==> src/rtl/lock_pkg.sv <==
`default_nettype none

package lock_pkg;

	////////////////////
	// datapath widths
	////////////////////

	localparam int W_ERR   = 16;	// adc error sample, signed
	localparam int W_OUT   = 16;	// dac / dds output word, signed
	localparam int W_GAIN  = 16;	// kp, ki, kd
	localparam int W_SUM   = 64;	// pid sum, wide enough for the integrator
	localparam int W_MLT   = 10;	// output multiplier, signed
	localparam int W_SHIFT = 6;	// output right shift amount
	localparam int W_ADDR  = 4;	// host register address

	// full scale output codes, also the reset bounds
	localparam logic signed [W_OUT-1:0] OUT_MAX = {1'b0, {(W_OUT-1){1'b1}}};
	localparam logic signed [W_OUT-1:0] OUT_MIN = {1'b1, {(W_OUT-1){1'b0}}};

	////////////////////
	// host register map
	////////////////////

	typedef enum logic [W_ADDR-1:0] {
		ADDR_KP       = 0,	// proportional gain
		ADDR_KI       = 1,	// integral gain
		ADDR_KD       = 2,	// derivative gain
		ADDR_OUT_MAX  = 3,	// upper clamp
		ADDR_OUT_MIN  = 4,	// lower clamp
		ADDR_OUT_INIT = 5,	// output while unlocked
		ADDR_MULT     = 6,
		ADDR_SHIFT    = 7,
		ADDR_LOCK_EN  = 8	// bit 0 only
	} cfg_addr_t;

endpackage

`default_nettype wire

==> src/rtl/lock_cfg_if.sv <==
`default_nettype none

interface lock_cfg_if;
	import lock_pkg::*;

	// filter gains
	logic signed [W_GAIN-1:0]  kp;
	logic signed [W_GAIN-1:0]  ki;
	logic signed [W_GAIN-1:0]  kd;

	// output shaping
	logic signed [W_OUT-1:0]   output_max;
	logic signed [W_OUT-1:0]   output_min;
	logic signed [W_OUT-1:0]   output_init;	// held on the dac while unlocked
	logic signed [W_MLT-1:0]   multiplier;
	logic        [W_SHIFT-1:0] right_shift;

	logic                      lock_en;	// shared by filter and preprocessor

	// register block owns every field
	modport regs (
		output kp, ki, kd,
		output output_max, output_min, output_init,
		output multiplier, right_shift,
		output lock_en
	);

	modport pid (input kp, ki, kd, lock_en);

	modport opp (
		input output_max, output_min, output_init,
		input multiplier, right_shift,
		input lock_en
	);

endinterface

`default_nettype wire

==> src/rtl/cfg_regs.sv <==
`default_nettype none

module cfg_regs (
	input  logic                        clk_in,
	input  logic                        reset_in,
	input  logic                        cfg_write,	// one cycle write strobe
	input  logic [lock_pkg::W_ADDR-1:0] cfg_addr,
	input  logic [15:0]                 cfg_data,
	lock_cfg_if.regs                    cfg
);
	import lock_pkg::*;

	////////////////////
	// register storage
	////////////////////

	logic signed [W_GAIN-1:0]  kp_r;
	logic signed [W_GAIN-1:0]  ki_r;
	logic signed [W_GAIN-1:0]  kd_r;
	logic signed [W_OUT-1:0]   max_r;
	logic signed [W_OUT-1:0]   min_r;
	logic signed [W_OUT-1:0]   init_r;
	logic signed [W_MLT-1:0]   mult_r;	// unity after reset
	logic        [W_SHIFT-1:0] shift_r;
	logic                      lock_en_r;

	// host write, new value visible the cycle after the strobe
	always_ff @(posedge clk_in) begin
		if (reset_in) begin
			kp_r      <= '0;
			ki_r      <= '0;
			kd_r      <= '0;
			max_r     <= OUT_MAX;	// full scale until the host narrows it
			min_r     <= OUT_MIN;
			init_r    <= '0;
			mult_r    <= W_MLT'(1);
			shift_r   <= '0;
			lock_en_r <= 1'b0;	// start unlocked
		end else if (cfg_write) begin
			// data word truncated to each field width
			case (cfg_addr_t'(cfg_addr))
				ADDR_KP:       kp_r      <= cfg_data[W_GAIN-1:0];
				ADDR_KI:       ki_r      <= cfg_data[W_GAIN-1:0];
				ADDR_KD:       kd_r      <= cfg_data[W_GAIN-1:0];
				ADDR_OUT_MAX:  max_r     <= cfg_data[W_OUT-1:0];
				ADDR_OUT_MIN:  min_r     <= cfg_data[W_OUT-1:0];
				ADDR_OUT_INIT: init_r    <= cfg_data[W_OUT-1:0];
				ADDR_MULT:     mult_r    <= cfg_data[W_MLT-1:0];	// low bits, signed
				ADDR_SHIFT:    shift_r   <= cfg_data[W_SHIFT-1:0];
				ADDR_LOCK_EN:  lock_en_r <= cfg_data[0];
				default: begin
					// unmapped address, write dropped
				end
			endcase
		end
	end

	////////////////////
	// drive the bus
	////////////////////

	assign cfg.kp          = kp_r;
	assign cfg.ki          = ki_r;
	assign cfg.kd          = kd_r;
	assign cfg.output_max  = max_r;
	assign cfg.output_min  = min_r;
	assign cfg.output_init = init_r;
	assign cfg.multiplier  = mult_r;
	assign cfg.right_shift = shift_r;
	assign cfg.lock_en     = lock_en_r;

endmodule

`default_nettype wire

==> src/flat_wrapper.sv <==
// flat-port wrapper written by rule: the top's interface ports become plain ports
module cfg_regs_flat import lock_pkg::*;
  (clk_in, reset_in, cfg_write, cfg_addr, cfg_data, cfg_kp, cfg_ki, cfg_kd, cfg_output_max, cfg_output_min, cfg_output_init, cfg_multiplier, cfg_right_shift, cfg_lock_en);
  lock_cfg_if cfg_i ();
  input  logic clk_in;
  input  logic reset_in;
  input  logic cfg_write;
  input  logic [lock_pkg::W_ADDR-1:0] cfg_addr;
  input  logic [15:0] cfg_data;
  output wire logic [$bits(cfg_i.kp)-1:0] cfg_kp;
  output wire logic [$bits(cfg_i.ki)-1:0] cfg_ki;
  output wire logic [$bits(cfg_i.kd)-1:0] cfg_kd;
  output wire logic [$bits(cfg_i.output_max)-1:0] cfg_output_max;
  output wire logic [$bits(cfg_i.output_min)-1:0] cfg_output_min;
  output wire logic [$bits(cfg_i.output_init)-1:0] cfg_output_init;
  output wire logic [$bits(cfg_i.multiplier)-1:0] cfg_multiplier;
  output wire logic [$bits(cfg_i.right_shift)-1:0] cfg_right_shift;
  output wire logic [$bits(cfg_i.lock_en)-1:0] cfg_lock_en;
  assign cfg_kp = cfg_i.kp;
  assign cfg_ki = cfg_i.ki;
  assign cfg_kd = cfg_i.kd;
  assign cfg_output_max = cfg_i.output_max;
  assign cfg_output_min = cfg_i.output_min;
  assign cfg_output_init = cfg_i.output_init;
  assign cfg_multiplier = cfg_i.multiplier;
  assign cfg_right_shift = cfg_i.right_shift;
  assign cfg_lock_en = cfg_i.lock_en;
  cfg_regs u_core (.clk_in(clk_in), .reset_in(reset_in), .cfg_write(cfg_write), .cfg_addr(cfg_addr), .cfg_data(cfg_data), .cfg(cfg_i));
endmodule
==> config.mk <==
export PLATFORM = sky130hd
export DESIGN_NAME = cfg_regs_flat
export DESIGN_NICKNAME = d
export VERILOG_FILES = /design/src/rtl/lock_pkg.sv /design/src/rtl/lock_cfg_if.sv /design/src/rtl/cfg_regs.sv /design/src/flat_wrapper.sv
export SDC_FILE = /design/constraint.sdc
export NUM_CORES = 1
export LEC_CHECK = 0
export CAP_MARGIN = 20
export CORE_MARGIN = 5
export CORE_UTILIZATION = 32
export DETAILED_ROUTE_END_ITERATION = 10
export DONT_BUFFER_PORTS = 1
export GPL_TIMING_DRIVEN = 0
export PLACE_DENSITY_LB_ADDON = 0.1
export RECOVER_POWER = 100
export SLEW_MARGIN = 20
export SYNTH_ARGS = -nofsm -noshare
export SYNTH_HDL_FRONTEND = slang
export SYNTH_SLANG_ARGS = --single-unit
==> constraint.sdc <==
create_clock -name clk_in -period 2.35 [get_ports clk_in]
set_input_delay 0.3525 -clock clk_in [delete_from_list [all_inputs] [get_ports clk_in]]
set_output_delay 0.3525 -clock clk_in [all_outputs]
set_load 0.03 [all_outputs]
==> results.md <==
* Worst min-delay path class: input pin to flop
* Io pins at 136
* Sequential area share after synthesis at 0.502
* Switch Pwr at 1.06 mW
* CP required at 2.69 ns
* Total grt overflow at 0
* Final Non-Filler Cells at 642
* DRT iter0 DRCs at 86
* Vias in the first global route at 3129
* Syn Area/Cell at 10.5 um^2
* Largest area contributor in the netlist: dfxtp_1
* RSZ-0062 raised after global routing: false
* Max_cap viols at 0
* # setup viols final at 0
* Critical Path AT at 2.02 ns
* Initial Utilization at 0.326
* Setup crit start kind: input pin
* Slew @ Worst Pin at 0.487 ns
* Comb pwr share at 0.040
* Top_reg_cell synth: dfxtp_1
* Slew headroom at 0.675
* Yosys top cell area share at 0.502
* DRC at 0
* CTS tree: yes
* Num CTS Buffers at 17
* Min Tclk post-route at 1.68 ns
* Nets at 473
* Initial antenna violation count at 0
* Most frequent cells in the layout: dfxtp_1, nand2b_1, mux2i_1
* Largest net degree at the start of global routing at 17
* Crit path kind: input pin to flop
* Port Buffer Count at 0
* Fillers at 1351
* Max VDD drop at 489 uV
* Drt wl/cell at 20.0 um
* Layout cells sized above 1 at 0.110
* Rows at 43
* Power density cells at 886 nW/um^2
* Post-synth cell types at 21
* Hold buffer count at cts at 0
* Sw Share at 0.226
* Final hold vios at 0
* Clock latency on the worst-skew pair at 0.41 ns
* Core area at 13800 um^2
* Register bit count reported by yosys at 113
* Async S/R FF share, synth at 0
* Outcome: finished, final reports clean
* Slew Limit Fails at 0
* Internal power at 3.64 mW
* Period utilization at 0.716
* Max Clk Rate at 594 MHz
* Most common cell after layout, fill and taps aside: dfxtp_1
* Final Wtd Congestion at 0.753
* Detail Route Antenna Nets at 0
* Leak at 2.32 nW
* Gr usage total at 0.158
* First-pass GRT wire length at 19500 um
* Dpl hpwl at 9630 um
* Via/cell ratio at 4.77
* Area delta synth->final at 17.8%
* Cells after Synth at 431
* Crit-path max FO at 10
* Max Clock Skew at 0 ns
* Routed WL at 12800 um
* Die width at 129 um
* Die height at 129 um
* Sequential Power Share at 0.428
* Sum of negative setup slack at 0 ns
* Mapped Nets at 454
* Inst Count DP at 611
* CP Capture Type: flop
* Clock power frac at 0.533
* Mapped cell area at 4510 um^2
* Number of setup buffers added after CTS at 0
* H-tree levels at 4
* Die area at 16600 um^2
* Vias at 3063
* Clk pin slew, worst setup/hold paths at 0.05 ns
* Most area-consuming cells after synthesis: dfxtp_1, mux2i_1, nand2b_1
* Root buf cell: clkbuf_16
* # resized after CTS at 0
* Num Clock Sinks at 113
* Yosys warning total at 0
* Number of synthesized flops with an enable pin at 0
* Clock buffer depth at 2
* Antenna cells at 0
* First-pass iteration count of the detailed router at 4
Yosys cell counts (2+ instances only):
cell type / count
a21oi_1: 9
buf_2: 8
buf_4: 4
buf_6: 3
clkbuf_1: 11
dfxtp_1: 113
mux2i_1: 98
nand2_2: 3
nand2b_1: 99
nand3_1: 10
nand3b_1: 2
nor2_1: 35
nor2b_1: 7
nor3_4: 2
o21ai_0: 21
power groups by stage:
stage / combinational (mW) / sequential [mW] / clock (mW)
after floorplan: 0.139 / 2.04 / 0
after global placement: 0.190 / 2.05 / 0
after detailed placement: 0.193 / 2.05 / 0
after CTS: 0.193 / 2.01 / 2.57
after global routing: 0.208 / 2.01 / 2.66
final: 0.187 / 2.01 / 2.50
worst paths after layout:
path	startpoint	to	slack [ns]	depth (start not counted)
worst max-delay path	reset_in	u_core.cfg.output_max[5]	0.67	6
worst min-delay path	cfg_data[9]	u_core.cfg.multiplier[9]	0.09	2
worst max register to register	u_core.cfg.right_shift[5]	u_core.cfg.right_shift[5]	1.41	3
worst min register to register	u_core.cfg.output_init[11]	u_core.cfg.output_init[11]	0.62	2
area by class of cell:
type,instances,area [um^2],share of cell area
sequential,113,2260,0.426
multi-input combinational,291,2080,0.392
clock buffer,20,467,0.0879
tap,180,225,0.0424
buffer,27,161,0.0304
clock inverter,11,113,0.0212
worst max-delay path: stages:
cell and delay (ns):
clkbuf_1 0.34, clkbuf_1 0.39, buf_2 0.30, clkbuf_1 0.42, nor2_1 0.09, mux2i_1 0.13
flip-flops by register name, indices dropped and copies added, names as in the netlist:
signal	cells
u_core.cfg.right_shift	6
u_core.cfg.output_init	16
u_core.cfg.kp	16
u_core.cfg.lock_en	1
u_core.cfg.multiplier	10
u_core.cfg.ki	16
u_core.cfg.output_min	16
u_core.cfg.output_max	16
u_core.cfg.kd	16
through the flow:
step | hold slack, ns | cell area, um^2 | power (mW) | util | worst slack [ns]
finish | 0.0880 | 5310 | 4.70 | 0.384 | 0.667
global route | 0.0737 | 5310 | 4.88 | 0.384 | 0.461
CTS | 0.0700 | 5310 | 4.78 | 0.384 | 1.01
detailed placement | 0.511 | 4730 | 2.25 | 0.342 | 0.555
global placement | 0.505 | 4730 | 2.24 | 0.342 | 0.619
floorplan | 0.500 | 4510 | 2.18 | - | 0.934
kinds of logic after synthesis:
logic type / Yosys count / synth area share
AND/OR/NAND/NOR: 163 / 0.211
flip-flops: 113 / 0.502
AO/OA/AOI/OAI: 30 / 0.0333
multiplexers: 98 / 0.218
buffers and inverters: 27 / 0.0366
routing by layer:
| layer | vias up | wire length (um) | track usage |
|---|---|---|---|
| met1 | 1465 | 5220 | 0.186 |
| met5 | - | 0 | 0 |
| met4 | 0 | 174 | 0.0611 |
| met3 | 14 | 1500 | 0.0892 |
| met2 | 98 | 5920 | 0.240 |
| li1 | 1486 | - | - |
Note: power is estimated with default switching activity, not from simulation.
