### config.mk
export PLATFORM = sky130hd
export DESIGN_NAME = pid_filter_flat
export DESIGN_NICKNAME = d
export VERILOG_FILES = /design/src/rtl/lock_pkg.sv /design/src/rtl/lock_cfg_if.sv /design/src/rtl/pid_filter.sv /design/src/flat_wrapper.sv
export SDC_FILE = /design/constraint.sdc
export NUM_CORES = 2
export LEC_CHECK = 0
export ABC_AREA = 1
export BUFFER_PORTS_ARGS = -buffer_cell sky130_fd_sc_hd__buf_2
export CAP_MARGIN = 15
export CORE_MARGIN = 2
export CORE_UTILIZATION = 61
export DETAILED_ROUTE_END_ITERATION = 10
export GPL_ROUTABILITY_DRIVEN = 0
export GPL_TIMING_DRIVEN = 0
export PLACE_DENSITY = 0.82
export SLEW_MARGIN = 20
export SYNTH_ARGS = -nofsm -noshare
export SYNTH_HDL_FRONTEND = slang
export SYNTH_SLANG_ARGS = --single-unit
### constraint.sdc
create_clock -name clk_in -period 9.2 [get_ports clk_in]
set_input_delay 0.46 -clock clk_in [delete_from_list [all_inputs] [get_ports clk_in]]
set_output_delay 0.46 -clock clk_in [all_outputs]
set_load 0.02 [all_outputs]
### src/rtl/lock_pkg.sv
`default_nettype none

package lock_pkg;

	////////////////////
	// datapath widths
	////////////////////

	localparam int W_ERR   = 16;	// adc error sample, signed
	localparam int W_OUT   = 16;	// dac / dds output word, signed
	localparam int W_GAIN  = 16;	// kp, ki, kd
	localparam int W_SUM   = 64;	// pid sum, wide enough for the integrator
	localparam int W_MLT   = 10;	// output multiplier, signed
	localparam int W_SHIFT = 6;	// output right shift amount
	localparam int W_ADDR  = 4;	// host register address

	// full scale output codes, also the reset bounds
	localparam logic signed [W_OUT-1:0] OUT_MAX = {1'b0, {(W_OUT-1){1'b1}}};
	localparam logic signed [W_OUT-1:0] OUT_MIN = {1'b1, {(W_OUT-1){1'b0}}};

	////////////////////
	// host register map
	////////////////////

	typedef enum logic [W_ADDR-1:0] {
		ADDR_KP       = 0,	// proportional gain
		ADDR_KI       = 1,	// integral gain
		ADDR_KD       = 2,	// derivative gain
		ADDR_OUT_MAX  = 3,	// upper clamp
		ADDR_OUT_MIN  = 4,	// lower clamp
		ADDR_OUT_INIT = 5,	// output while unlocked
		ADDR_MULT     = 6,
		ADDR_SHIFT    = 7,
		ADDR_LOCK_EN  = 8	// bit 0 only
	} cfg_addr_t;

endpackage

`default_nettype wire

### src/rtl/lock_cfg_if.sv
`default_nettype none

interface lock_cfg_if;
	import lock_pkg::*;

	// filter gains
	logic signed [W_GAIN-1:0]  kp;
	logic signed [W_GAIN-1:0]  ki;
	logic signed [W_GAIN-1:0]  kd;

	// output shaping
	logic signed [W_OUT-1:0]   output_max;
	logic signed [W_OUT-1:0]   output_min;
	logic signed [W_OUT-1:0]   output_init;	// held on the dac while unlocked
	logic signed [W_MLT-1:0]   multiplier;
	logic        [W_SHIFT-1:0] right_shift;

	logic                      lock_en;	// shared by filter and preprocessor

	// register block owns every field
	modport regs (
		output kp, ki, kd,
		output output_max, output_min, output_init,
		output multiplier, right_shift,
		output lock_en
	);

	modport pid (input kp, ki, kd, lock_en);

	modport opp (
		input output_max, output_min, output_init,
		input multiplier, right_shift,
		input lock_en
	);

endinterface

`default_nettype wire

### src/rtl/pid_filter.sv
`default_nettype none

module pid_filter (
	input  logic                              clk_in,
	input  logic                              reset_in,
	input  logic signed [lock_pkg::W_ERR-1:0] err_data,	// adc error sample
	input  logic                              err_valid,	// one cycle strobe
	lock_cfg_if.pid                           cfg,
	output logic signed [lock_pkg::W_SUM-1:0] pid_sum,
	output logic                              pid_valid
);
	import lock_pkg::*;

	localparam int W_P = W_GAIN + W_ERR;		// kp * e
	localparam int W_D = W_GAIN + W_ERR + 1;	// difference carries one extra bit

	////////////////////
	// internal state
	////////////////////

	logic signed [W_ERR-1:0] err_prev;	// last accepted error, for the d term
	logic signed [W_SUM-1:0] i_acc;	// running integrator total
	logic signed [W_P-1:0]   p_term;
	logic signed [W_D-1:0]   d_term;
	logic                    stage1_valid;	// products ready

	////////////////////
	// stage one
	////////////////////

	// products, only the sample strobe loads them
	always_ff @(posedge clk_in) begin
		if (err_valid) begin
			p_term <= cfg.kp * err_data;
			d_term <= cfg.kd * (err_data - err_prev);	// evaluated at W_D bits
		end
	end

	// integrator and error history
	// both held at zero while unlocked so relock starts clean
	always_ff @(posedge clk_in) begin
		if (reset_in) begin
			i_acc    <= '0;
			err_prev <= '0;
		end else if (!cfg.lock_en) begin
			i_acc    <= '0;
			err_prev <= '0;
		end else if (err_valid) begin
			i_acc    <= i_acc + cfg.ki * err_data;	// new total feeds this sample
			err_prev <= err_data;
		end
	end

	////////////////////
	// stage two
	////////////////////

	// p + i + d, all sign extended to W_SUM
	always_ff @(posedge clk_in) begin
		if (stage1_valid) begin
			pid_sum <= p_term + i_acc + d_term;
		end
	end

	// strobe follows the data two edges behind err_valid
	always_ff @(posedge clk_in) begin
		if (reset_in) begin
			stage1_valid <= 1'b0;
			pid_valid    <= 1'b0;
		end else begin
			stage1_valid <= err_valid;
			pid_valid    <= stage1_valid;
		end
	end

	////////////////////
	// checks
	////////////////////

	// back to back samples would hand the preprocessor a stretched strobe
	a_pid_valid_pulse: assert property (
		@(posedge clk_in) disable iff (reset_in)
		pid_valid |=> !pid_valid
	) else $error("pid_valid high on two consecutive cycles");

endmodule

`default_nettype wire

### src/flat_wrapper.sv
// flat-port wrapper written by rule: the top's interface ports become plain ports
module pid_filter_flat import lock_pkg::*;
  (clk_in, reset_in, err_data, err_valid, pid_sum, pid_valid, cfg_kp, cfg_ki, cfg_kd, cfg_lock_en);
  lock_cfg_if cfg_i ();
  input  logic clk_in;
  input  logic reset_in;
  input  logic signed [lock_pkg::W_ERR-1:0] err_data;
  input  logic err_valid;
  output logic signed [lock_pkg::W_SUM-1:0] pid_sum;
  output logic pid_valid;
  input wire logic [$bits(cfg_i.kp)-1:0] cfg_kp;
  input wire logic [$bits(cfg_i.ki)-1:0] cfg_ki;
  input wire logic [$bits(cfg_i.kd)-1:0] cfg_kd;
  input wire logic [$bits(cfg_i.lock_en)-1:0] cfg_lock_en;
  assign cfg_i.kp = cfg_kp;
  assign cfg_i.ki = cfg_ki;
  assign cfg_i.kd = cfg_kd;
  assign cfg_i.lock_en = cfg_lock_en;
  pid_filter u_core (.clk_in(clk_in), .reset_in(reset_in), .err_data(err_data), .err_valid(err_valid), .cfg(cfg_i), .pid_sum(pid_sum), .pid_valid(pid_valid));
endmodule
==> results <==
- By area the synthesized netlist is led by fa_1, inv_1, nand2_1.
- The number of antenna violations at the first check in global routing is 25.
- The standard cell core area is 0.08016 mm2.
- Synthesis produced a netlist whose cell count is 6388.
- The final cell utilization of the core is 0.6483.
- The highest clock rate is 0.1146 GHz.
- STA puts the critical path data required time at 9.66 ns.
- The mean post-synth cell area is 7.696 um2.
- At the pin with the least slew margin, the transition time is 1.009 ns.
- In this run the tool buffered the top-level ports with 109 buffer cells.
- The area growth from synthesis to layout is 5.698%.
- The final count of pins violating max slew is 0.
- The setup slack after placement is -0.1035 ns.
- After clock tree synthesis, the flow added hold-fix buffers numbering 0.
- The biggest area contributor in the post-synthesis netlist is fa_1.
- Among cell families on the critical path, the largest total delay comes from adder cells.
- The top flip-flop cell by instance count after synthesis is edfxtp_1.
- The floorplan step set the die height to 287.9 um.
- The number of levels in the clock H-tree is 1.
- Across all hold checks on the routed design, the worst slack comes to 0.3146 ns.
- The total routing usage reported by global routing is 0.3633.
- Yosys mapped the design onto 61 distinct sky130hd cell types.
- For this run, the slowest stage of the critical path takes 0.65 ns.
- The slowest stage of the critical path belongs to the cell clkbuf_1.
- The flow ran to the end, and the final reports show no timing, DRC or antenna violations.
- The overall die area is 0.08288 mm2.
- Summed over all failing endpoints, the final setup total negative slack is 0 ns.
- The number of buffers on the longest clock path is 3.
- At the later pin of the worst-skew pair, clock insertion delay measures 0.57 ns.
- In this run the count of I/O pins placed on the die edge is 133.
- Of all nets on the critical path, the largest fanout is 10.
- The launching element type of the critical path is an input port.
- The largest net degree at the start of global routing is 67.
- Setup repair after global routing left no endpoint under its margin.
- The floorplan step set the die width to 287.9 um.
- The fraction of final layout cells sized beyond drive strength 1 is 0.04109.
- The Yosys warning count is 0.
- The final clock skew is 0.03942 ns.
- The floorplan has 104 rows.
- The iteration count of the initial detailed-routing pass is 7.
- The critical path contains buffers and inverters numbering 9 combined.
- The worst setup path is captured at a register.
- The final number of hold-violating endpoints is 0.
- For this run the aggregate overflow at the end of global routing stands at 0.
- The path class of the tightest hold or removal check is input port to register.
- The first global-routing pass estimated 232600 um of wire.
- For this run, the register share of the synthesized area comes to 0.1122.
- After detailed routing, the number of remaining DRC violations is 0.
- The clock drives 211 sinks.
- The number of global-route vias before repair was 43650.
- By startpoint and endpoint, the worst setup path is classified as input port to register.
- The detailed placement HPWL is 126300 um.
- The final-layout fill cell count is 6686.
- Setup violations remaining at the end of the flow were counted as 0.
- The area of the mapped netlist is 0.04916 mm2.
- The number of clock buffers added by TritonCTS is 25.
- After synthesis, the share of flip-flops with an asynchronous set or reset is 0.
- In the final design database the tool counted 7857 nets.
- Counting every net in the synthesized netlist gives 7715.
- The time the final worst path needs with I/O delays and setup is 8.723 ns.
- The via-per-instance ratio is 5.708.
- Wires add up to 148600 um.
- The CTS tree is built.
- The initial utilization of the core area, before any placement, comes to 0.6133.
- The post-synthesis sequential element count is 211.
- The violation count after the first detailed-routing iteration is 4946.
- Counting flops with a built-in enable in the synthesized netlist gives 129.
- The count of nets left with antenna violations once routing finished came out at 0.
- Of the available clock period, the critical path in the final layout requires 0.9482.
- The share of synthesized area in the top cell type comes to 0.3526.
- The headroom to the max-slew limit is 0.3253.
- In the final routed layout, each cell accounts on average for 19.50 um.
- The clock transition time at the flip-flop clock pins of the worst setup and hold paths is 0.06 ns.
- The final worst slack is 0.4769 ns.
- Data arrives at the worst endpoint at 9.18 ns.
- The clock root buffer is clkbuf_16.
- The routed layout has 43500 vias.
- Across the run, the number of max-cap violations was 0.
-- synth_stat cells (12+ instances only) --
master	count
or2_2	24
a21oi_2	12
a21oi_1	280
o21ai_1	15
nor3_1	31
nor2_1	573
inv_1	1570
edfxtp_1	129
a21o_1	29
nand3_1	179
o211ai_1	13
xor2_1	132
clkbuf_1	155
nand2_2	20
o21bai_1	43
dfxtp_1	82
nand2_1	1403
a31oi_1	25
xnor2_1	48
o21ai_0	184
nand4_1	36
fa_1	866
ha_1	393
-- logic make-up (layout without fill, tap and decap cells) --
family | after synthesis | count (layout) | synth area share
AOI/OAI and AO/OA | 658 | 658 | 0.07691
DFF | 211 | 211 | 0.1122
buffers and inverters | 1753 | 1911 | 0.1348
and+or+nand+nor | 2327 | 2327 | 0.1914
adders and majority gates | 1259 | 1259 | 0.4527
xor gates and xnor gates | 180 | 180 | 0.03207
other | 0 | 14 | 0
-- registers in the layout, indices dropped and copies added, names as in the netlist --
name / cells
u_core.i_acc: 64
u_core.pid_sum: 64
u_core.d_term: 33
u_core.p_term: 32
u_core.err_prev: 16
u_core.pid_valid: 1
u_core.stage1_valid: 1
-- final timing paths --
path / cells past startpoint / startpoint / endpoint / slack (ns)
setup / recovery: 31 / err_data[12] / u_core.i_acc[45]$_SDFFE_PP0P_ / 0.48
hold / removal: 2 / reset_in / u_core.pid_valid$_SDFF_PP0_ / 0.31
setup reg to reg: 28 / u_core.err_prev[0]$_SDFFE_PP0P_ / u_core.d_term[27]$_DFFE_PP_ / 1.32
hold reg to reg: 2 / u_core.err_prev[9]$_SDFFE_PP0P_ / u_core.err_prev[9]$_SDFFE_PP0P_ / 0.47
-- worst register-to-register path: cells and delay by family (launching register included) --
family          cells  cell delay, ns
xor+xnor            1            0.11
compound gates      6            1.33
flops               1            0.34
fa+ha+maj           9            4.15
buf+inv             4            0.66
simple gates        8            1.01
-- what timing repair did --
| item | CTS | global route |
|---|---|---|
| resized for setup | 0 | 7 |
| buffers inserted | 0 | 0 |
| endpoints found under the setup margin | 0 | 10 |
-- area by class of cell --
| type | instances | area, um2 | share of cell area |
|---|---|---|---|
| multi-input cells | 4424 | 37020 | 0.7125 |
| repair buffers | 115 | 650.6 | 0.01252 |
| flip-flops and latches | 211 | 5519 | 0.1062 |
| inverters | 1584 | 5946 | 0.1144 |
| clock buffers | 31 | 648.1 | 0.01247 |
| plain buffers | 169 | 685.7 | 0.01319 |
| diodes | 14 | 35.03 | 0.0006742 |
| clock inverters | 12 | 131.4 | 0.002528 |
| well taps | 1060 | 1326 | 0.02552 |
-- through the flow --
step                cells  instance area, um2
finish               7620               51960
detailed placement   7563               51150
global placement     7557               51030
floorplan            6388               49160
global route         7613               51950
CTS                  7606               51920
-- layer usage --
layer	wire, um	vias to the layer above	GRT usage
met1	52960	20590	0.4543
met2	65160	2775	0.5627
li1	-	19460	-
met4	11450	12	0.2231
met3	18910	663	0.09889
met5	85	-	0
-- cell usage in the layout, fill, tap and decap left out, types with 12 or more instances in the layout --
master	netlist	final
dfxtp_1	82	81
buf_2	5	113
a21o_1	29	29
a21oi_2	12	12
o21ai_1	15	15
nor3_1	31	31
a31oi_1	25	25
clkbuf_1	155	157
o211ai_1	13	13
clkbuf_16	0	25
xnor2_1	48	48
xor2_1	132	132
ha_1	393	393
or2_2	24	24
o21bai_1	43	43
edfxtp_1	129	129
nor2_1	573	573
nand2_2	20	21
nand4_1	36	36
diode_2	0	14
nand2_1	1403	1402
fa_1	866	866
a21oi_1	280	280
o21ai_0	184	184
nand3_1	179	179
inv_1	1570	1570
Power is not shown: default switching activity piles up to over one toggle a cycle in this logic, so the estimate is an artifact.
