File: src/rtl/lock_pkg.sv
`default_nettype none

package lock_pkg;

	////////////////////
	// datapath widths
	////////////////////

	localparam int W_ERR   = 16;	// adc error sample, signed
	localparam int W_OUT   = 16;	// dac / dds output word, signed
	localparam int W_GAIN  = 16;	// kp, ki, kd
	localparam int W_SUM   = 64;	// pid sum, wide enough for the integrator
	localparam int W_MLT   = 10;	// output multiplier, signed
	localparam int W_SHIFT = 6;	// output right shift amount
	localparam int W_ADDR  = 4;	// host register address

	// full scale output codes, also the reset bounds
	localparam logic signed [W_OUT-1:0] OUT_MAX = {1'b0, {(W_OUT-1){1'b1}}};
	localparam logic signed [W_OUT-1:0] OUT_MIN = {1'b1, {(W_OUT-1){1'b0}}};

	////////////////////
	// host register map
	////////////////////

	typedef enum logic [W_ADDR-1:0] {
		ADDR_KP       = 0,	// proportional gain
		ADDR_KI       = 1,	// integral gain
		ADDR_KD       = 2,	// derivative gain
		ADDR_OUT_MAX  = 3,	// upper clamp
		ADDR_OUT_MIN  = 4,	// lower clamp
		ADDR_OUT_INIT = 5,	// output while unlocked
		ADDR_MULT     = 6,
		ADDR_SHIFT    = 7,
		ADDR_LOCK_EN  = 8	// bit 0 only
	} cfg_addr_t;

endpackage

`default_nettype wire

File: src/rtl/lock_cfg_if.sv
`default_nettype none

interface lock_cfg_if;
	import lock_pkg::*;

	// filter gains
	logic signed [W_GAIN-1:0]  kp;
	logic signed [W_GAIN-1:0]  ki;
	logic signed [W_GAIN-1:0]  kd;

	// output shaping
	logic signed [W_OUT-1:0]   output_max;
	logic signed [W_OUT-1:0]   output_min;
	logic signed [W_OUT-1:0]   output_init;	// held on the dac while unlocked
	logic signed [W_MLT-1:0]   multiplier;
	logic        [W_SHIFT-1:0] right_shift;

	logic                      lock_en;	// shared by filter and preprocessor

	// register block owns every field
	modport regs (
		output kp, ki, kd,
		output output_max, output_min, output_init,
		output multiplier, right_shift,
		output lock_en
	);

	modport pid (input kp, ki, kd, lock_en);

	modport opp (
		input output_max, output_min, output_init,
		input multiplier, right_shift,
		input lock_en
	);

endinterface

`default_nettype wire

File: src/rtl/output_preprocessor.sv
`default_nettype none

module output_preprocessor #(
	parameter int COMP_LATENCY = 1	// cycles spent in compute
) (
	input  logic                              clk_in,
	input  logic                              reset_in,
	input  logic signed [lock_pkg::W_SUM-1:0] pid_sum,
	input  logic                              pid_valid,
	lock_cfg_if.opp                           cfg,
	output logic signed [lock_pkg::W_OUT-1:0] data_out,	// to dac / dds
	output logic                              data_valid_out
);
	import lock_pkg::*;

	localparam int W_PROD = W_SUM + W_MLT;	// sum * multiplier
	localparam int W_ACC  = W_PROD + 1;	// room for the add of the previous word
	localparam int W_CNT  = (COMP_LATENCY > 1) ? $clog2(COMP_LATENCY) : 1;
	localparam logic [W_CNT-1:0] CNT_LAST = W_CNT'(COMP_LATENCY - 1);

	// fsm encoding
	localparam logic [1:0] ST_IDLE      = 2'd0;	// wait for a pid sum
	localparam logic [1:0] ST_COMPUTE   = 2'd1;	// let the datapath settle
	localparam logic [1:0] ST_SEND      = 2'd2;	// strobe the output
	localparam logic [1:0] ST_WRITEBACK = 2'd3;	// keep the sent word

	////////////////////
	// internal state
	////////////////////

	logic [1:0]              cur_state;
	logic [1:0]              next_state;
	logic [W_CNT-1:0]        counter;	// cycles inside compute
	logic                    pending;	// sum latched, leave idle next edge
	logic                    accept;
	logic signed [W_SUM-1:0] sum_hold;
	logic signed [W_OUT-1:0] data_out_prev;	// word last sent

	logic signed [W_PROD-1:0] stage_mult;
	logic signed [W_ACC-1:0]  stage_shift;
	logic signed [W_ACC-1:0]  stage_acc;
	logic signed [W_ACC-1:0]  stage_gate;
	logic signed [W_ACC-1:0]  stage_hi;
	logic signed [W_ACC-1:0]  stage_lo;

	// strobes outside idle are dropped
	assign accept = (cur_state == ST_IDLE) && !pending && pid_valid;

	////////////////////
	// datapath
	////////////////////

	assign stage_mult  = sum_hold * cfg.multiplier;	// scale
	assign stage_shift = stage_mult >>> cfg.right_shift;	// divide, keeps sign
	assign stage_acc   = stage_shift + data_out_prev;	// step from last word
	assign stage_gate  = cfg.lock_en ? stage_acc : cfg.output_init;
	assign stage_hi    = (stage_gate > cfg.output_max) ? cfg.output_max : stage_gate;
	assign stage_lo    = (stage_hi < cfg.output_min) ? cfg.output_min : stage_hi;

	assign data_out       = stage_lo[W_OUT-1:0];	// in range after the clamp
	assign data_valid_out = (cur_state == ST_SEND);

	// input latch
	always_ff @(posedge clk_in) begin
		if (accept) begin
			sum_hold <= pid_sum;
		end
	end

	always_ff @(posedge clk_in) begin
		if (reset_in) begin
			pending <= 1'b0;
		end else begin
			pending <= accept;	// single cycle, fsm moves on it
		end
	end

	// previous output, the accumulator of the servo
	always_ff @(posedge clk_in) begin
		if (reset_in) begin
			data_out_prev <= cfg.output_init;
		end else if (cur_state == ST_WRITEBACK) begin
			data_out_prev <= data_out;	// still the word sent last cycle
		end
	end

	////////////////////
	// fsm
	////////////////////

	always_ff @(posedge clk_in) begin
		if (reset_in) begin
			cur_state <= ST_IDLE;
		end else begin
			cur_state <= next_state;
		end
	end

	always_ff @(posedge clk_in) begin
		if (reset_in) begin
			counter <= '0;
		end else if (next_state != cur_state) begin
			counter <= '0;	// restart on every transition
		end else if (cur_state == ST_COMPUTE) begin
			counter <= counter + 1'b1;
		end
	end

	always_comb begin
		next_state = cur_state;
		case (cur_state)
			ST_IDLE: begin
				if (pending) next_state = ST_COMPUTE;
			end
			ST_COMPUTE: begin
				if (counter == CNT_LAST) next_state = ST_SEND;
			end
			ST_SEND:      next_state = ST_WRITEBACK;	// one strobe only
			ST_WRITEBACK: next_state = ST_IDLE;
			default:      next_state = ST_IDLE;
		endcase
	end

	////////////////////
	// checks
	////////////////////

	// clamp holds against the live register bounds
	a_out_in_bounds: assert property (
		@(posedge clk_in) disable iff (reset_in)
		(data_valid_out && (cfg.output_min <= cfg.output_max)) |->
			((data_out <= cfg.output_max) && (data_out >= cfg.output_min))
	) else $error("data_out %0d outside bounds", data_out);

	a_valid_pulse: assert property (
		@(posedge clk_in) disable iff (reset_in)
		data_valid_out |=> !data_valid_out
	) else $error("data_valid_out longer than one cycle");

endmodule

`default_nettype wire

File: src/flat_wrapper.sv
// flat-port wrapper written by rule: the top's interface ports become plain ports
module output_preprocessor_flat import lock_pkg::*;
#(
	parameter int COMP_LATENCY = 1	                          
)
  (clk_in, reset_in, pid_sum, pid_valid, data_out, data_valid_out, cfg_output_max, cfg_output_min, cfg_output_init, cfg_multiplier, cfg_right_shift, cfg_lock_en);
  lock_cfg_if cfg_i ();
  input  logic clk_in;
  input  logic reset_in;
  input  logic signed [lock_pkg::W_SUM-1:0] pid_sum;
  input  logic pid_valid;
  output logic signed [lock_pkg::W_OUT-1:0] data_out;
  output logic data_valid_out;
  input wire logic [$bits(cfg_i.output_max)-1:0] cfg_output_max;
  input wire logic [$bits(cfg_i.output_min)-1:0] cfg_output_min;
  input wire logic [$bits(cfg_i.output_init)-1:0] cfg_output_init;
  input wire logic [$bits(cfg_i.multiplier)-1:0] cfg_multiplier;
  input wire logic [$bits(cfg_i.right_shift)-1:0] cfg_right_shift;
  input wire logic [$bits(cfg_i.lock_en)-1:0] cfg_lock_en;
  assign cfg_i.output_max = cfg_output_max;
  assign cfg_i.output_min = cfg_output_min;
  assign cfg_i.output_init = cfg_output_init;
  assign cfg_i.multiplier = cfg_multiplier;
  assign cfg_i.right_shift = cfg_right_shift;
  assign cfg_i.lock_en = cfg_lock_en;
  output_preprocessor #(.COMP_LATENCY(COMP_LATENCY)) u_core (.clk_in(clk_in), .reset_in(reset_in), .pid_sum(pid_sum), .pid_valid(pid_valid), .cfg(cfg_i), .data_out(data_out), .data_valid_out(data_valid_out));
endmodule
File: config.mk
export PLATFORM = sky130hd
export DESIGN_NAME = output_preprocessor_flat
export DESIGN_NICKNAME = d
export VERILOG_FILES = /design/src/rtl/lock_pkg.sv /design/src/rtl/lock_cfg_if.sv /design/src/rtl/output_preprocessor.sv /design/src/flat_wrapper.sv
export SDC_FILE = /design/constraint.sdc
export NUM_CORES = 2
export LEC_CHECK = 0
export ABC_CLOCK_PERIOD_IN_PS = 22400
export BUFFER_PORTS_ARGS = -buffer_cell sky130_fd_sc_hd__buf_4
export CELL_PAD_IN_SITES_DETAIL_PLACEMENT = 1
export CELL_PAD_IN_SITES_GLOBAL_PLACEMENT = 1
export CORE_ASPECT_RATIO = 0.8
export CORE_MARGIN = 3
export CORE_UTILIZATION = 40
export CTS_BUF_LIST = sky130_fd_sc_hd__clkbuf_4
export CTS_CLUSTER_DIAMETER = 50
export DETAILED_ROUTE_END_ITERATION = 16
export PLACE_DENSITY_LB_ADDON = 0.1
export SYNTH_ARGS = -nofsm -noshare
export SYNTH_HDL_FRONTEND = slang
export SYNTH_SLANG_ARGS = --single-unit
File: constraint.sdc
create_clock -name clk_in -period 22.4 [get_ports clk_in]
set_input_delay 0 -clock clk_in [delete_from_list [all_inputs] [get_ports clk_in]]
set_output_delay 0 -clock clk_in [all_outputs]
set_load 0.05 [all_outputs]
==> impl_metrics.py <==
metrics = {
    "timing": {
        "fmax_mhz": 47.0,
        "fin_setup_tns_ps": 0,
        "rsz0062_at_grt": "no",
        "slew_headroom_pct": 16.6,
        "fin_skew_ps": 37.6,
        "setup_viol": 0,
        "fin_crit_ps": 21280,
        "tightest_slew_ps": 1240,
        "slew_violations": 0,
        "hold_violations": 0,
        "min_period_over_period_pct": 95.0,
    },
    "routing": {
        "wl_mm": 171,
        "num_vias": 42200,
        "ant_nets": 0,
        "avgViaCountPerCell": 6.05,
        "initialDrtViolationCount": 3735,
        "post-route-drc-count": 0,
        "wl_per_cell_um": 24.5,
        "firstDrtPassIters": 6,
    },
    "yosys": {
        "yosys.area.top_type": "fa_1",
        "yosysWarnings": 0,
        "synth-simple-area-share_pct": 21.4,
        "synthDistinctLibCells": 102,
        "async_flop_share_pct": 0,
        "yosys.area_share.adder_pct": 35.1,
        "syn_area_per_cell_um2": 7.87,
        "ys_seq_area_share_pct": 5.70,
        "synth_top_family_by_area": "adder cells",
        "synth-main-ff-cell": "edfxtp_1",
        "synth_top_area_share_pct": 24.1,
        "synth_area_mm2": 0.0435,
        "synth_area_leaders": "fa_1 24%, ha_1 11%, inv_1 6.2%",
        "ys_ff_latch": 84,
        "synth_nets": 6569,
        "synth_compound_area_share_pct": 21.2,
        "synth_mux_area_share_pct": 5.27,
        "syn-instance-count": 5532,
        "synth_xor_area_share_pct": 2.03,
        "synth-edff-count": 80,
    },
    "worst_setup_path": {
        "crit_type": "reg -> out",
        "crit_fanout": 41,
        "crit_path_end_kind": "output pin",
        "slowest_delay_ps": 980,
        "arrival_ps": 21280,
        "critPathSlowestCell": "nor3_1",
        "crit_top_cell": "buf_4",
        "cp.required_ps": 22400,
        "cp-start-kind": "flop",
        "ff2ff_path_depth": 60,
    },
    "global_route": {
        "antenna_found_initial": 8,
        "grtUsageTotal_pct": 30.2,
        "grt_max_degree": 67,
        "grt_pass1_wl_mm": 266,
        "grt_overflow": 0,
        "grt_pass1_vias": 44200,
    },
    "clocking": {
        "cts.sinks": 84,
        "cts_tree": "yes",
        "cts_made_buffers": 9,
        "htree_levels": 3,
        "path_clk_slew_ps": 240,
        "clock_latency_ps": 790,
        "clock_path_buffers": 2,
        "cts_root_buf": "clkbuf_4",
    },
    "placement": {
        "place_congestion": 1.01,
        "hpwlAfterDp_mm": 137,
        "portBuffers": 148,
    },
    "die": {
        "core_area_mm2": 0.107,
        "ios": 149,
        "die_h_um": 301,
        "start_util_pct": 40.6,
        "rows": 107,
        "fp.dieArea_mm2": 0.113,
        "die_w_um": 375,
    },
    "final_layout": {
        "fillerInstances": 13000,
        "layout.nets": 6595,
        "layout-area-overhead-vs-synth_pct": 8.89,
        "drive_above_1_share_pct": 7.46,
    },
    "outcome": {
        "status": "complete, no violations",
    },
    "job": {
        "maxCapViolCount": 0,
    },
    "min_path": {
        "min_delay_path_depth": 4,
        "min_path_type": "in -> reg",
    },
}
-- layer usage --
| metal | global-route usage [%] | up-vias | share of wire, % |
|---|---|---|---|
| met4 | 6.86 | 4 | 2.0 |
| met2 | 45.7 | 1303 | 43 |
| li1 | - | 19300 | - |
| met1 | 43.0 | 21500 | 47 |
| met5 | 0.0429 | - | 0.016 |
| met3 | 8.07 | 194 | 8.2 |
-- cells in the final DEF (no fill, tap or decap), drive strengths merged, types with 28 or more instances in the layout --
master and instances:
mux2 69, nor4 40, a221oi 51, dlygate4sd3 165, nand3 108, mux2i 77, nand4 115, inv 719
nor2 304, o31ai 32, fa 524, nand2 580, o211ai 57, xnor2 69, a211oi 78, o21ai 200
xor2 32, ha 381, o21bai 34, and4 34, mux4 33, a21oi 327, nor3 95, a31oi 69
edfxtp 80, and3 49, buf 208, o21a 41, a21o 122, and2 413, or3 28
-- cell type report --
class,count,area (µm²),share of cell area [%]
multi-input combinational,4371,37100,78.2
timing repair buffer,373,3210,6.78
inverter,719,2700,5.70
sequential,84,2480,5.24
tap,1417,1770,3.74
clock inverter,7,81.3,0.172
clock buffer,9,67.6,0.143
antenna,6,15.0,0.0317
-- stage by stage --
stage	worst slack (ps)	cells	hold WS [ps]	area, µm²	utilization (%)
5_1_grt	5.57	6985	83.1	47400	44.2
3_5_place_dp	1350	6799	179	45500	42.4
4_1_cts	599	6980	21.8	47300	44.1
2_1_floorplan	6560	5532	98.9	43500	-
3_3_place_gp	1950	6799	178	45500	42.4
6_report	1120	6986	119	47400	44.2
-- worst max-delay path: cells and delay by family (launching register included) --
kind / cells / cell delay [ps]
mux: 2 / 830
compound gates: 17 / 5590
buf+inv: 9 / 1830
flops: 1 / 670
simple gates: 23 / 7460
fa+ha+maj: 9 / 4000
-- flip-flops by register name, summed over array words and instances (netlist names) --
| register | cells |
|---|---|
| u_core.data_out_prev | 16 |
| u_core.cur_state | 2 |
| u_core.counter | 1 |
| u_core.sum_hold | 64 |
| u_core.pending | 1 |
-- worst paths after layout --
kind / from / end / slack, ps
max: u_core.sum_hold[29] / data_out[15] / 1120
min: cfg_output_init[15] / u_core.data_out_prev[15] / 120
max reg2reg: u_core.sum_hold[29] / u_core.data_out_prev[5] / 1280
min reg2reg: u_core.counter / u_core.counter / 510
-- synthesized netlist by cell type, drive strengths merged, types with 49 or more instances --
cell type / count
nor3: 95
fa: 524
a21o: 122
and2: 413
o211ai: 57
xnor2: 69
ha: 381
edfxtp: 80
a211oi: 78
nand2: 580
a31oi: 69
mux2: 69
nor2: 304
buf: 85
o21ai: 200
clkbuf: 273
nand3: 108
a21oi: 327
a221oi: 51
nand4: 115
mux2i: 77
inv: 716
and3: 49
-- what timing repair did --
item | 4_1_cts | 5_1_grt
buffers inserted | 0 | 0
resized for setup | 0 | 20
endpoints found under the hold margin | 95 | 0
hold buffers | 165 | 0
endpoints found under the setup margin | 0 | 32
-- kinds of logic after synthesis --
logic type | count (synthesis)
simple gates | 1853
compound gates | 1333
buf+inv | 1077
fa+ha+maj | 905
mux | 179
xor+xnor | 101
flops | 84
Power is left out: the tool's default activity adds up to more than one toggle a clock period on the data nets, which glitch-free logic cannot reach.
